File: src/rtl/cache_pkg.sv
// data cache shared definitions
package cache_pkg;

  // geometry
  localparam int WORD_W    = 32;
  localparam int WAYS      = 2;
  localparam int SETS      = 8;
  localparam int IDX_W     = 3;   // address bits 5:3
  localparam int TAG_W     = 26;  // address bits 31:6
  localparam int BLK_WORDS = 2;   // address bit 2 picks the word

  typedef logic [WORD_W-1:0] word_t;
  typedef logic [TAG_W-1:0]  tag_t;
  typedef logic [IDX_W-1:0]  idx_t;

  // controller states
  typedef enum logic [3:0] {
    IDLE,
    FILL0,        // fetch word 0 of the missing block
    FILL1,        // fetch word 1, then install tag
    WB0,          // victim write-back, word 0
    WB1,
    FLUSH_SCAN,   // look at one line per cycle
    FLUSH_WB0,
    FLUSH_WB1,
    FLUSHED,      // parked until reset
    SNOOP,
    SNOOP_WB0,
    SNOOP_WB1,
    SNOOP_HOLD    // cctrans up, wait for the bus to let go
  } ctrl_state_t;

endpackage

File: src/rtl/dcache_array.sv
// data cache line storage
module dcache_array
  import cache_pkg::*;
(
  input  logic                    CLK,
  input  logic                    nRST,
  // lookups
  input  idx_t                    query_idx,
  input  tag_t                    query_tag,
  input  idx_t                    snoop_idx,
  input  tag_t                    snoop_tag,
  input  logic                    flush_way,
  input  idx_t                    flush_idx,
  // updates
  input  logic                    wr_way,
  input  idx_t                    wr_idx,
  input  logic                    wr_word,
  input  word_t                   wr_data,
  input  logic                    wr_en,
  input  logic                    tag_en,
  input  tag_t                    new_tag,
  input  logic                    set_valid,
  input  logic                    set_dirty,
  input  logic                    clr_dirty,
  input  logic                    inv_en,
  input  logic                    inv_way,
  input  idx_t                    inv_idx,
  input  logic                    lru_touch,
  input  logic                    lru_way,
  // query side
  output logic                    query_hit,
  output logic                    query_way,
  output logic                    victim_way,
  output logic                    victim_valid,
  output logic                    victim_dirty,
  output tag_t                    victim_tag,
  output word_t [BLK_WORDS-1:0]   victim_data,
  output word_t                   hit_data,
  // snoop side
  output logic                    snoop_hit,
  output logic                    snoop_way,
  output logic                    snoop_dirty,
  output word_t [BLK_WORDS-1:0]   snoop_data,
  // flush walk
  output logic                    flush_valid,
  output logic                    flush_dirty,
  output tag_t                    flush_tag,
  output word_t [BLK_WORDS-1:0]   flush_data
);

  tag_t            tags [WAYS][SETS];
  word_t           data [WAYS][SETS][BLK_WORDS];
  logic [SETS-1:0] valid [WAYS];
  logic [SETS-1:0] dirty [WAYS];
  logic [SETS-1:0] lru;             // per set, the way to evict next
  logic [WAYS-1:0] q_match;
  logic [WAYS-1:0] s_match;

  // tag compare for both lookup ports
  always_comb begin
    for (int w = 0; w < WAYS; w++) begin
      q_match[w] = valid[w][query_idx] && (tags[w][query_idx] == query_tag);
      s_match[w] = valid[w][snoop_idx] && (tags[w][snoop_idx] == snoop_tag);
    end
  end

  assign query_hit    = |q_match;
  assign query_way    = q_match[1];
  assign hit_data     = data[query_way][query_idx][wr_word];  // word select shared with writes

  assign victim_way   = lru[query_idx];
  assign victim_valid = valid[victim_way][query_idx];
  assign victim_dirty = dirty[victim_way][query_idx];
  assign victim_tag   = tags[victim_way][query_idx];

  assign snoop_hit    = |s_match;
  assign snoop_way    = s_match[1];
  assign snoop_dirty  = dirty[snoop_way][snoop_idx];

  assign flush_valid  = valid[flush_way][flush_idx];
  assign flush_dirty  = dirty[flush_way][flush_idx];
  assign flush_tag    = tags[flush_way][flush_idx];

  always_comb begin
    for (int b = 0; b < BLK_WORDS; b++) begin
      victim_data[b] = data[victim_way][query_idx][b];
      snoop_data[b]  = data[snoop_way][snoop_idx][b];
      flush_data[b]  = data[flush_way][flush_idx][b];
    end
  end

  // line status and lru
  always_ff @(posedge CLK, negedge nRST) begin
    if (!nRST) begin
      for (int w = 0; w < WAYS; w++) begin
        valid[w] <= '0;
        dirty[w] <= '0;
      end
      lru <= '0;
    end else begin
      if (set_valid) valid[wr_way][wr_idx] <= 1'b1;
      if (set_dirty) dirty[wr_way][wr_idx] <= 1'b1;
      if (clr_dirty) dirty[wr_way][wr_idx] <= 1'b0;
      if (inv_en) begin
        valid[inv_way][inv_idx] <= 1'b0;
        dirty[inv_way][inv_idx] <= 1'b0;
      end
      if (lru_touch) lru[wr_idx] <= ~lru_way;  // other way goes next
    end
  end

  // tag and data payload
  always_ff @(posedge CLK) begin
    if (wr_en) data[wr_way][wr_idx][wr_word] <= wr_data;
    if (tag_en) tags[wr_way][wr_idx] <= new_tag;
  end

endmodule

File: src/rtl/dcache_ctrl.sv
// data cache controller
module dcache_ctrl
  import cache_pkg::*;
(
  input  logic                    CLK,
  input  logic                    nRST,
  // datapath
  input  logic                    dmem_ren,
  input  logic                    dmem_wen,
  input  word_t                   dmem_addr,
  input  word_t                   dmem_store,
  input  logic                    halt,
  output logic                    dhit,
  output word_t                   dmem_load,
  output logic                    flushed,
  // memory
  output logic                    mem_ren,
  output logic                    mem_wen,
  output word_t                   mem_addr,
  output word_t                   mem_store,
  input  word_t                   mem_load,
  input  logic                    mem_wait,
  // coherence bus
  input  logic                    ccwait,
  input  word_t                   ccsnoop_addr,
  input  logic                    ccinv,
  output logic                    cctrans,
  output logic                    ccwrite,
  // array lookups
  input  logic                    query_hit,
  input  logic                    query_way,
  input  logic                    victim_way,
  input  logic                    victim_valid,
  input  logic                    victim_dirty,
  input  tag_t                    victim_tag,
  input  word_t [BLK_WORDS-1:0]   victim_data,
  input  word_t                   hit_data,
  input  logic                    snoop_hit,
  input  logic                    snoop_way,
  input  logic                    snoop_dirty,
  input  word_t [BLK_WORDS-1:0]   snoop_data,
  input  logic                    flush_valid,
  input  logic                    flush_dirty,
  input  tag_t                    flush_tag,
  input  word_t [BLK_WORDS-1:0]   flush_data,
  // array controls
  output idx_t                    query_idx,
  output tag_t                    query_tag,
  output idx_t                    snoop_idx,
  output tag_t                    snoop_tag,
  output logic                    flush_way,
  output idx_t                    flush_idx,
  output logic                    wr_way,
  output idx_t                    wr_idx,
  output logic                    wr_word,
  output word_t                   wr_data,
  output logic                    wr_en,
  output logic                    tag_en,
  output tag_t                    new_tag,
  output logic                    set_valid,
  output logic                    set_dirty,
  output logic                    clr_dirty,
  output logic                    inv_en,
  output logic                    inv_way,
  output idx_t                    inv_idx,
  output logic                    lru_touch,
  output logic                    lru_way
);

  ctrl_state_t state, state_nxt;
  logic [3:0]  line_cnt, line_cnt_nxt;  // {way, set} during the flush walk
  logic        cctrans_nxt;
  logic        ccwrite_nxt;
  logic        q_word;

  // address split
  assign query_tag = dmem_addr[WORD_W-1 -: TAG_W];
  assign query_idx = dmem_addr[3 +: IDX_W];
  assign q_word    = dmem_addr[2];
  assign snoop_tag = ccsnoop_addr[WORD_W-1 -: TAG_W];
  assign snoop_idx = ccsnoop_addr[3 +: IDX_W];

  assign flush_way = line_cnt[3];
  assign flush_idx = line_cnt[2:0];

  assign dmem_load = hit_data;
  assign flushed   = (state == FLUSHED);
  assign new_tag   = query_tag;  // only fills install tags
  assign inv_way   = snoop_way;
  assign inv_idx   = snoop_idx;
  assign lru_way   = query_way;

  always_ff @(posedge CLK, negedge nRST) begin
    if (!nRST) begin
      state    <= IDLE;
      line_cnt <= '0;
      cctrans  <= 1'b0;
      ccwrite  <= 1'b0;
    end else begin
      state    <= state_nxt;
      line_cnt <= line_cnt_nxt;
      cctrans  <= cctrans_nxt;
      ccwrite  <= ccwrite_nxt;
    end
  end

  always_comb begin
    state_nxt    = state;
    line_cnt_nxt = line_cnt;
    cctrans_nxt  = cctrans;
    ccwrite_nxt  = ccwrite;
    dhit         = 1'b0;
    mem_ren      = 1'b0;
    mem_wen      = 1'b0;
    mem_addr     = '0;
    mem_store    = '0;
    wr_way       = victim_way;   // fills land in the lru way
    wr_idx       = query_idx;
    wr_word      = q_word;
    wr_data      = mem_load;
    wr_en        = 1'b0;
    tag_en       = 1'b0;
    set_valid    = 1'b0;
    set_dirty    = 1'b0;
    clr_dirty    = 1'b0;
    inv_en       = 1'b0;
    lru_touch    = 1'b0;

    case (state)
      IDLE: begin
        wr_way  = query_way;
        wr_data = dmem_store;
        if (ccwait) begin
          state_nxt = SNOOP;  // snoop wins over the datapath
        end else if (dmem_ren || dmem_wen) begin
          if (query_hit) begin
            dhit      = 1'b1;
            lru_touch = 1'b1;
            wr_en     = dmem_wen;
            set_dirty = dmem_wen;
          end else if (victim_valid && victim_dirty) begin
            state_nxt = WB0;
          end else begin
            state_nxt = FILL0;
          end
        end else if (halt) begin
          state_nxt = FLUSH_SCAN;
        end
      end

      WB0: begin
        mem_wen   = 1'b1;
        mem_addr  = {victim_tag, query_idx, 3'b000};
        mem_store = victim_data[0];
        if (!mem_wait) begin
          state_nxt = WB1;
        end
      end

      WB1: begin
        mem_wen   = 1'b1;
        mem_addr  = {victim_tag, query_idx, 3'b100};
        mem_store = victim_data[1];
        if (!mem_wait) begin
          state_nxt = FILL0;
        end
      end

      FILL0: begin
        mem_ren  = 1'b1;
        mem_addr = {query_tag, query_idx, 3'b000};
        wr_word  = 1'b0;
        if (!mem_wait) begin
          wr_en     = 1'b1;
          state_nxt = FILL1;
        end
      end

      FILL1: begin
        mem_ren  = 1'b1;
        mem_addr = {query_tag, query_idx, 3'b100};
        wr_word  = 1'b1;
        if (!mem_wait) begin
          wr_en     = 1'b1;
          tag_en    = 1'b1;
          set_valid = 1'b1;
          clr_dirty = 1'b1;  // fresh block matches memory
          state_nxt = IDLE;  // request hits next cycle
        end
      end

      // walk all 16 lines, way 0 first
      FLUSH_SCAN: begin
        if (flush_valid && flush_dirty) begin
          state_nxt = FLUSH_WB0;
        end else if (line_cnt == 4'd15) begin
          state_nxt = FLUSHED;
        end else begin
          line_cnt_nxt = line_cnt + 4'd1;
        end
      end

      FLUSH_WB0: begin
        mem_wen   = 1'b1;
        mem_addr  = {flush_tag, flush_idx, 3'b000};
        mem_store = flush_data[0];
        if (!mem_wait) begin
          state_nxt = FLUSH_WB1;
        end
      end

      FLUSH_WB1: begin
        mem_wen   = 1'b1;
        mem_addr  = {flush_tag, flush_idx, 3'b100};
        mem_store = flush_data[1];
        if (!mem_wait) begin
          if (line_cnt == 4'd15) begin
            state_nxt = FLUSHED;
          end else begin
            line_cnt_nxt = line_cnt + 4'd1;
            state_nxt    = FLUSH_SCAN;
          end
        end
      end

      FLUSHED: begin
        state_nxt = FLUSHED;
      end

      SNOOP: begin
        if (snoop_hit && snoop_dirty) begin
          ccwrite_nxt = 1'b1;  // we supply the block
          state_nxt   = SNOOP_WB0;
        end else begin
          inv_en      = snoop_hit && ccinv;
          cctrans_nxt = 1'b1;
          state_nxt   = SNOOP_HOLD;
        end
      end

      SNOOP_WB0: begin
        mem_wen   = 1'b1;
        mem_addr  = {snoop_tag, snoop_idx, 3'b000};
        mem_store = snoop_data[0];
        if (!mem_wait) begin
          state_nxt = SNOOP_WB1;
        end
      end

      SNOOP_WB1: begin
        wr_way    = snoop_way;
        wr_idx    = snoop_idx;
        mem_wen   = 1'b1;
        mem_addr  = {snoop_tag, snoop_idx, 3'b100};
        mem_store = snoop_data[1];
        if (!mem_wait) begin
          inv_en      = ccinv;
          clr_dirty   = !ccinv;  // kept lines turn clean
          cctrans_nxt = 1'b1;
          state_nxt   = SNOOP_HOLD;
        end
      end

      SNOOP_HOLD: begin
        if (!ccwait) begin
          cctrans_nxt = 1'b0;
          ccwrite_nxt = 1'b0;
          state_nxt   = IDLE;
        end
      end

      default: begin
        state_nxt = IDLE;
      end
    endcase
  end

endmodule

File: src/rtl/dcache_top.sv
// data cache top level
module dcache_top
  import cache_pkg::*;
(
  input  logic  CLK,
  input  logic  nRST,
  // datapath
  input  logic  dmem_ren,
  input  logic  dmem_wen,
  input  word_t dmem_addr,
  input  word_t dmem_store,
  input  logic  halt,
  output logic  dhit,
  output word_t dmem_load,
  output logic  flushed,
  // memory
  output logic  mem_ren,
  output logic  mem_wen,
  output word_t mem_addr,
  output word_t mem_store,
  input  word_t mem_load,
  input  logic  mem_wait,
  // coherence bus
  input  logic  ccwait,
  input  word_t ccsnoop_addr,
  input  logic  ccinv,
  output logic  cctrans,
  output logic  ccwrite
);

  // array to controller
  logic                  query_hit, query_way;
  logic                  victim_way, victim_valid, victim_dirty;
  tag_t                  victim_tag;
  word_t [BLK_WORDS-1:0] victim_data;
  word_t                 hit_data;
  logic                  snoop_hit, snoop_way, snoop_dirty;
  word_t [BLK_WORDS-1:0] snoop_data;
  logic                  flush_valid, flush_dirty;
  tag_t                  flush_tag;
  word_t [BLK_WORDS-1:0] flush_data;

  // controller to array
  idx_t                  query_idx, snoop_idx, flush_idx, wr_idx, inv_idx;
  tag_t                  query_tag, snoop_tag, new_tag;
  logic                  flush_way, wr_way, wr_word, inv_way, lru_way;
  word_t                 wr_data;
  logic                  wr_en, tag_en, set_valid, set_dirty, clr_dirty;
  logic                  inv_en, lru_touch;

  dcache_array i_array (.*);

  dcache_ctrl i_ctrl (.*);

endmodule

File: config.mk
export PLATFORM = sky130hd
export DESIGN_NAME = dcache_top
export DESIGN_NICKNAME = d
export VERILOG_FILES = /design/src/rtl/cache_pkg.sv /design/src/rtl/dcache_array.sv /design/src/rtl/dcache_ctrl.sv /design/src/rtl/dcache_top.sv
export SDC_FILE = /design/constraint.sdc
export NUM_CORES = 2
export LEC_CHECK = 0
export BUFFER_PORTS_ARGS = -buffer_cell sky130_fd_sc_hd__buf_2
export CORE_MARGIN = 8
export CORE_UTILIZATION = 40
export CTS_BUF_LIST = sky130_fd_sc_hd__clkbuf_8 sky130_fd_sc_hd__clkbuf_16
export DETAILED_ROUTE_END_ITERATION = 7
export SETUP_SLACK_MARGIN = 0.2
export SLEW_MARGIN = 20
export SYNTH_ARGS = -nofsm -noshare
export SYNTH_HDL_FRONTEND = slang
export SYNTH_SLANG_ARGS = --single-unit
File: constraint.sdc
create_clock -name CLK -period 6.8 [get_ports CLK]
set_clock_uncertainty 0.15 [all_clocks]
set_input_delay 0 -clock CLK [delete_from_list [all_inputs] [get_ports CLK]]
set_output_delay 0 -clock CLK [all_outputs]
set_load 0.005 [all_outputs]
==> impl_metrics.env <==
export IMPL_status="complete, but fails checks"
export IMPL_violations="DRC"
export IMPL_grt_pass1_vias=65200
export IMPL_whs_ps=43.1
export IMPL_whs_path_depth=2
export IMPL_overflow=0
export IMPL_antenna_found_initial=17
export IMPL_first_iter_violations=9795
export IMPL_max_slew_margin_rel_pct=23.7
export IMPL_fmax_mhz=158
export IMPL_core_area_sq_mm=0.232
export IMPL_drt_pre_antenna_iters=8
export IMPL_critical_path_max_fanout=28
export IMPL_async_reset_ff_share_pct=3.36
export IMPL_drv_cap=0
export IMPL_layout_commonest_cell="edfxtp_1"
export IMPL_r2r_cells=13
export IMPL_ys_seq_elements=1490
export IMPL_synth_edff_count=1440
export IMPL_drt_wirelength_per_cell_um=40.9
export IMPL_wirelength_um=366000
export IMPL_vias=66600
export IMPL_power_frac_comb_pct=28.7
export IMPL_crit_top_cell="mux2i_1"
export IMPL_clock_root_buffer="clkbuf_16"
export IMPL_p_sw_uw=9280
export IMPL_worst_path_dominant_cell_family="multiplexers"
export IMPL_slew_viol_final=0
export IMPL_grt_max_degree=137
export IMPL_clkSinkCount=1490
export IMPL_grt_pass1_wl_um=508000
export IMPL_gp_congestion=0.895
export IMPL_pwr_share_seq_pct=39.2
export IMPL_critPathCaptureType="output pin"
export IMPL_fin_crit_ps=6340
export IMPL_grt_use_total_pct=28.4
export IMPL_rows=177
export IMPL_period_share_pct=93.2
export IMPL_synth_warnings=0
export IMPL_p_leak_uw=0.0324
export IMPL_n_fill_cell=19800
export IMPL_synth_yosys_seq_area_share_pct=47.7
export IMPL_rsz0062_at_grt="no"
export IMPL_start_util_pct=40.2
export IMPL_crit_path_start_kind="flop"
export IMPL_tns_ps=0
export IMPL_irDropWorstVdd_v=0.000357
export IMPL_hold_viol=0
export IMPL_cts_max_level=4
export IMPL_ctsLongestPathBuffers=3
export IMPL_path_clk_slew_ps=60
export IMPL_die_y_um=499
export IMPL_worst_pin_slew_ps=1140
export IMPL_cts_setup_buffers=0
export IMPL_final_cell_mix="edfxtp_1, mux4_2, mux2i_1"
export IMPL_crit_arrival_ps=6190
export IMPL_hp_class="in -> reg"
export IMPL_crit_chain="mux4_1 -> mux2i_1 -> xor2_2 -> or3b_1 -> or4_4 -> nor4_4 -> buf_12 -> buf_4 -> mux4_2 -> mux2i_1 -> o22a_1 -> o211ai_1 -> buf_2"
export IMPL_dpl_hpwl_um=211000
export IMPL_crit_required_ps=6650
export IMPL_setup_viol=0
export IMPL_crit_type="reg -> out"
export IMPL_numCtsBuffers=172
export IMPL_crit_slowest_cell="mux4_2"
export IMPL_syn_avg_cell_area_sq_um=16.8
export IMPL_clkLatencyLatePin_ps=860
export IMPL_final_antenna_net_count=0
export IMPL_cp_depth=13
export IMPL_syn_cell_area_sq_mm=0.0933
export IMPL_synth_ff_type="edfxtp_1"
export IMPL_p_int_uw=19500
export IMPL_crit_buf_inv=3
export IMPL_drc=7
export IMPL_io_pins=238
export IMPL_fin_nets=5902
export IMPL_port_buffers=230
export IMPL_critPathMaxStageDelay_ps=600
export IMPL_cts_tree="yes"
export IMPL_power_density_mw_per_mm2=271
export IMPL_vias_per_cell=7.43
export IMPL_drive_gt1_share_pct=39.4
export IMPL_syn_to_final_growth_pct=14.0
export IMPL_synth_cell_types=79
export IMPL_die_area_sq_mm=0.249
export IMPL_synthCells=5543
export IMPL_p_clk_share_pct=32.2
export IMPL_swShare_pct=32.2
export IMPL_die_w_um=499
==> stage by stage <==
step / worst slack (ps) / total power, uW / util (%) / instance area, sq um / cells
after floorplan: 1550 / 16300 / - / 93300 / 5544
after global placement: 697 / 19300 / 42.8 / 99500 / 8519
after detailed placement: 879 / 19400 / 42.8 / 99500 / 8519
after CTS: 312 / 28600 / 45.5 / 106000 / 8914
after global routing: 355 / 29500 / 45.8 / 106000 / 8954
final: 462 / 28800 / 45.8 / 106000 / 8960
==> synth_stat cells (52+ instances only) <==
library cell  count  area, sq um
edfxtp_1       1440        43200
mux4_2         1368        30800
mux2i_1         433         4330
clkbuf_1        341         1280
nand2_1         247          927
nor2_1          142          533
o22ai_1         133          832
nand3_1          98          490
a22oi_1          93          698
buf_1            87          327
mux2_2           75          845
a21oi_1          74          370
o221ai_1         73          639
buf_2            72          360
o21ai_0          66          330
a222oi_1         64          641
xnor2_1          60          526
a211oi_1         52          390
==> area by class of cell <==
cell class / count / area (sq um) / area share [%]
inverters: 25 / 98.8 / 0.0929
flip-flops and latches: 1490 / 44500 / 41.8
diodes: 7 / 17.5 / 0.0165
multi-input cells: 3476 / 47000 / 44.1
well taps: 3043 / 3810 / 3.58
clock inverters: 146 / 1270 / 1.19
clock buffers: 173 / 4330 / 4.07
repair buffers: 600 / 5400 / 5.07
==> kinds of logic after synthesis <==
| family | count (synthesis) | share of synthesized area (%) |
|---|---|---|
| buf+inv | 578 | 2.72 |
| flops | 1490 | 47.7 |
| mux | 1889 | 38.9 |
| xor+xnor | 93 | 0.873 |
| other cells | 1 | 0.00402 |
| simple gates | 670 | 3.34 |
| fa+ha+maj | 1 | 0.0134 |
| compound gates | 821 | 6.48 |
==> flip-flops by register name, summed over array words and instances, names as in the netlist <==
register and cells:
i_array.valid 16, i_array.tags 416, i_array.lru 8, i_ctrl.state 4
i_array.data 1024, i_ctrl.cctrans 1, i_ctrl.line_cnt 4, i_array.dirty 16
i_ctrl.ccwrite 1
==> path summary, 6_finish.rpt <==
| check | start | end | slack (ps) |
|---|---|---|---|
| max | i_array.tags[1][168] | mem_store[27] | 460 |
| min | dmem_addr[27] | i_array.tags[0][203] | 40 |
| max reg2reg | i_array.tags[1][168] | i_array.dirty[10] | 1410 |
| min reg2reg | i_ctrl.ccwrite | i_ctrl.ccwrite | 330 |
| max in group asynchronous | nRST | i_ctrl.line_cnt[3] | 5740 |
| min in group asynchronous | nRST | i_ctrl.state[3] | 190 |
==> power by group through the flow <==
stage	registers, uW	clock network, uW	logic (uW)
2_1_floorplan	11200	0	5060
3_3_place_gp	11500	0	7840
3_5_place_dp	11500	0	7870
4_1_cts	11300	9350	7960
5_1_grt	11300	9660	8550
6_report	11300	9260	8250
==> metal layers <==
layer  global-route usage [%]  share of wire (%)  up-vias  wire length [um]
li1                         -                  -    24900                 -
met1                     36.5                 35    34700            126000
met2                     43.7                 45     5693            166000
met3                     8.72                 14     1212             50100
met4                     15.0                6.5        2             23700
met5                        0             0.0036        -                13
==> repair_timing <==
item | in CTS | in global routing
gates resized for setup | 0 | 1
hold endpoints to repair | 584 | 404
hold buffers | 76 | 39
endpoints found under the setup margin | 0 | 1
No activity file was read; power rests on OpenSTA's default activity.
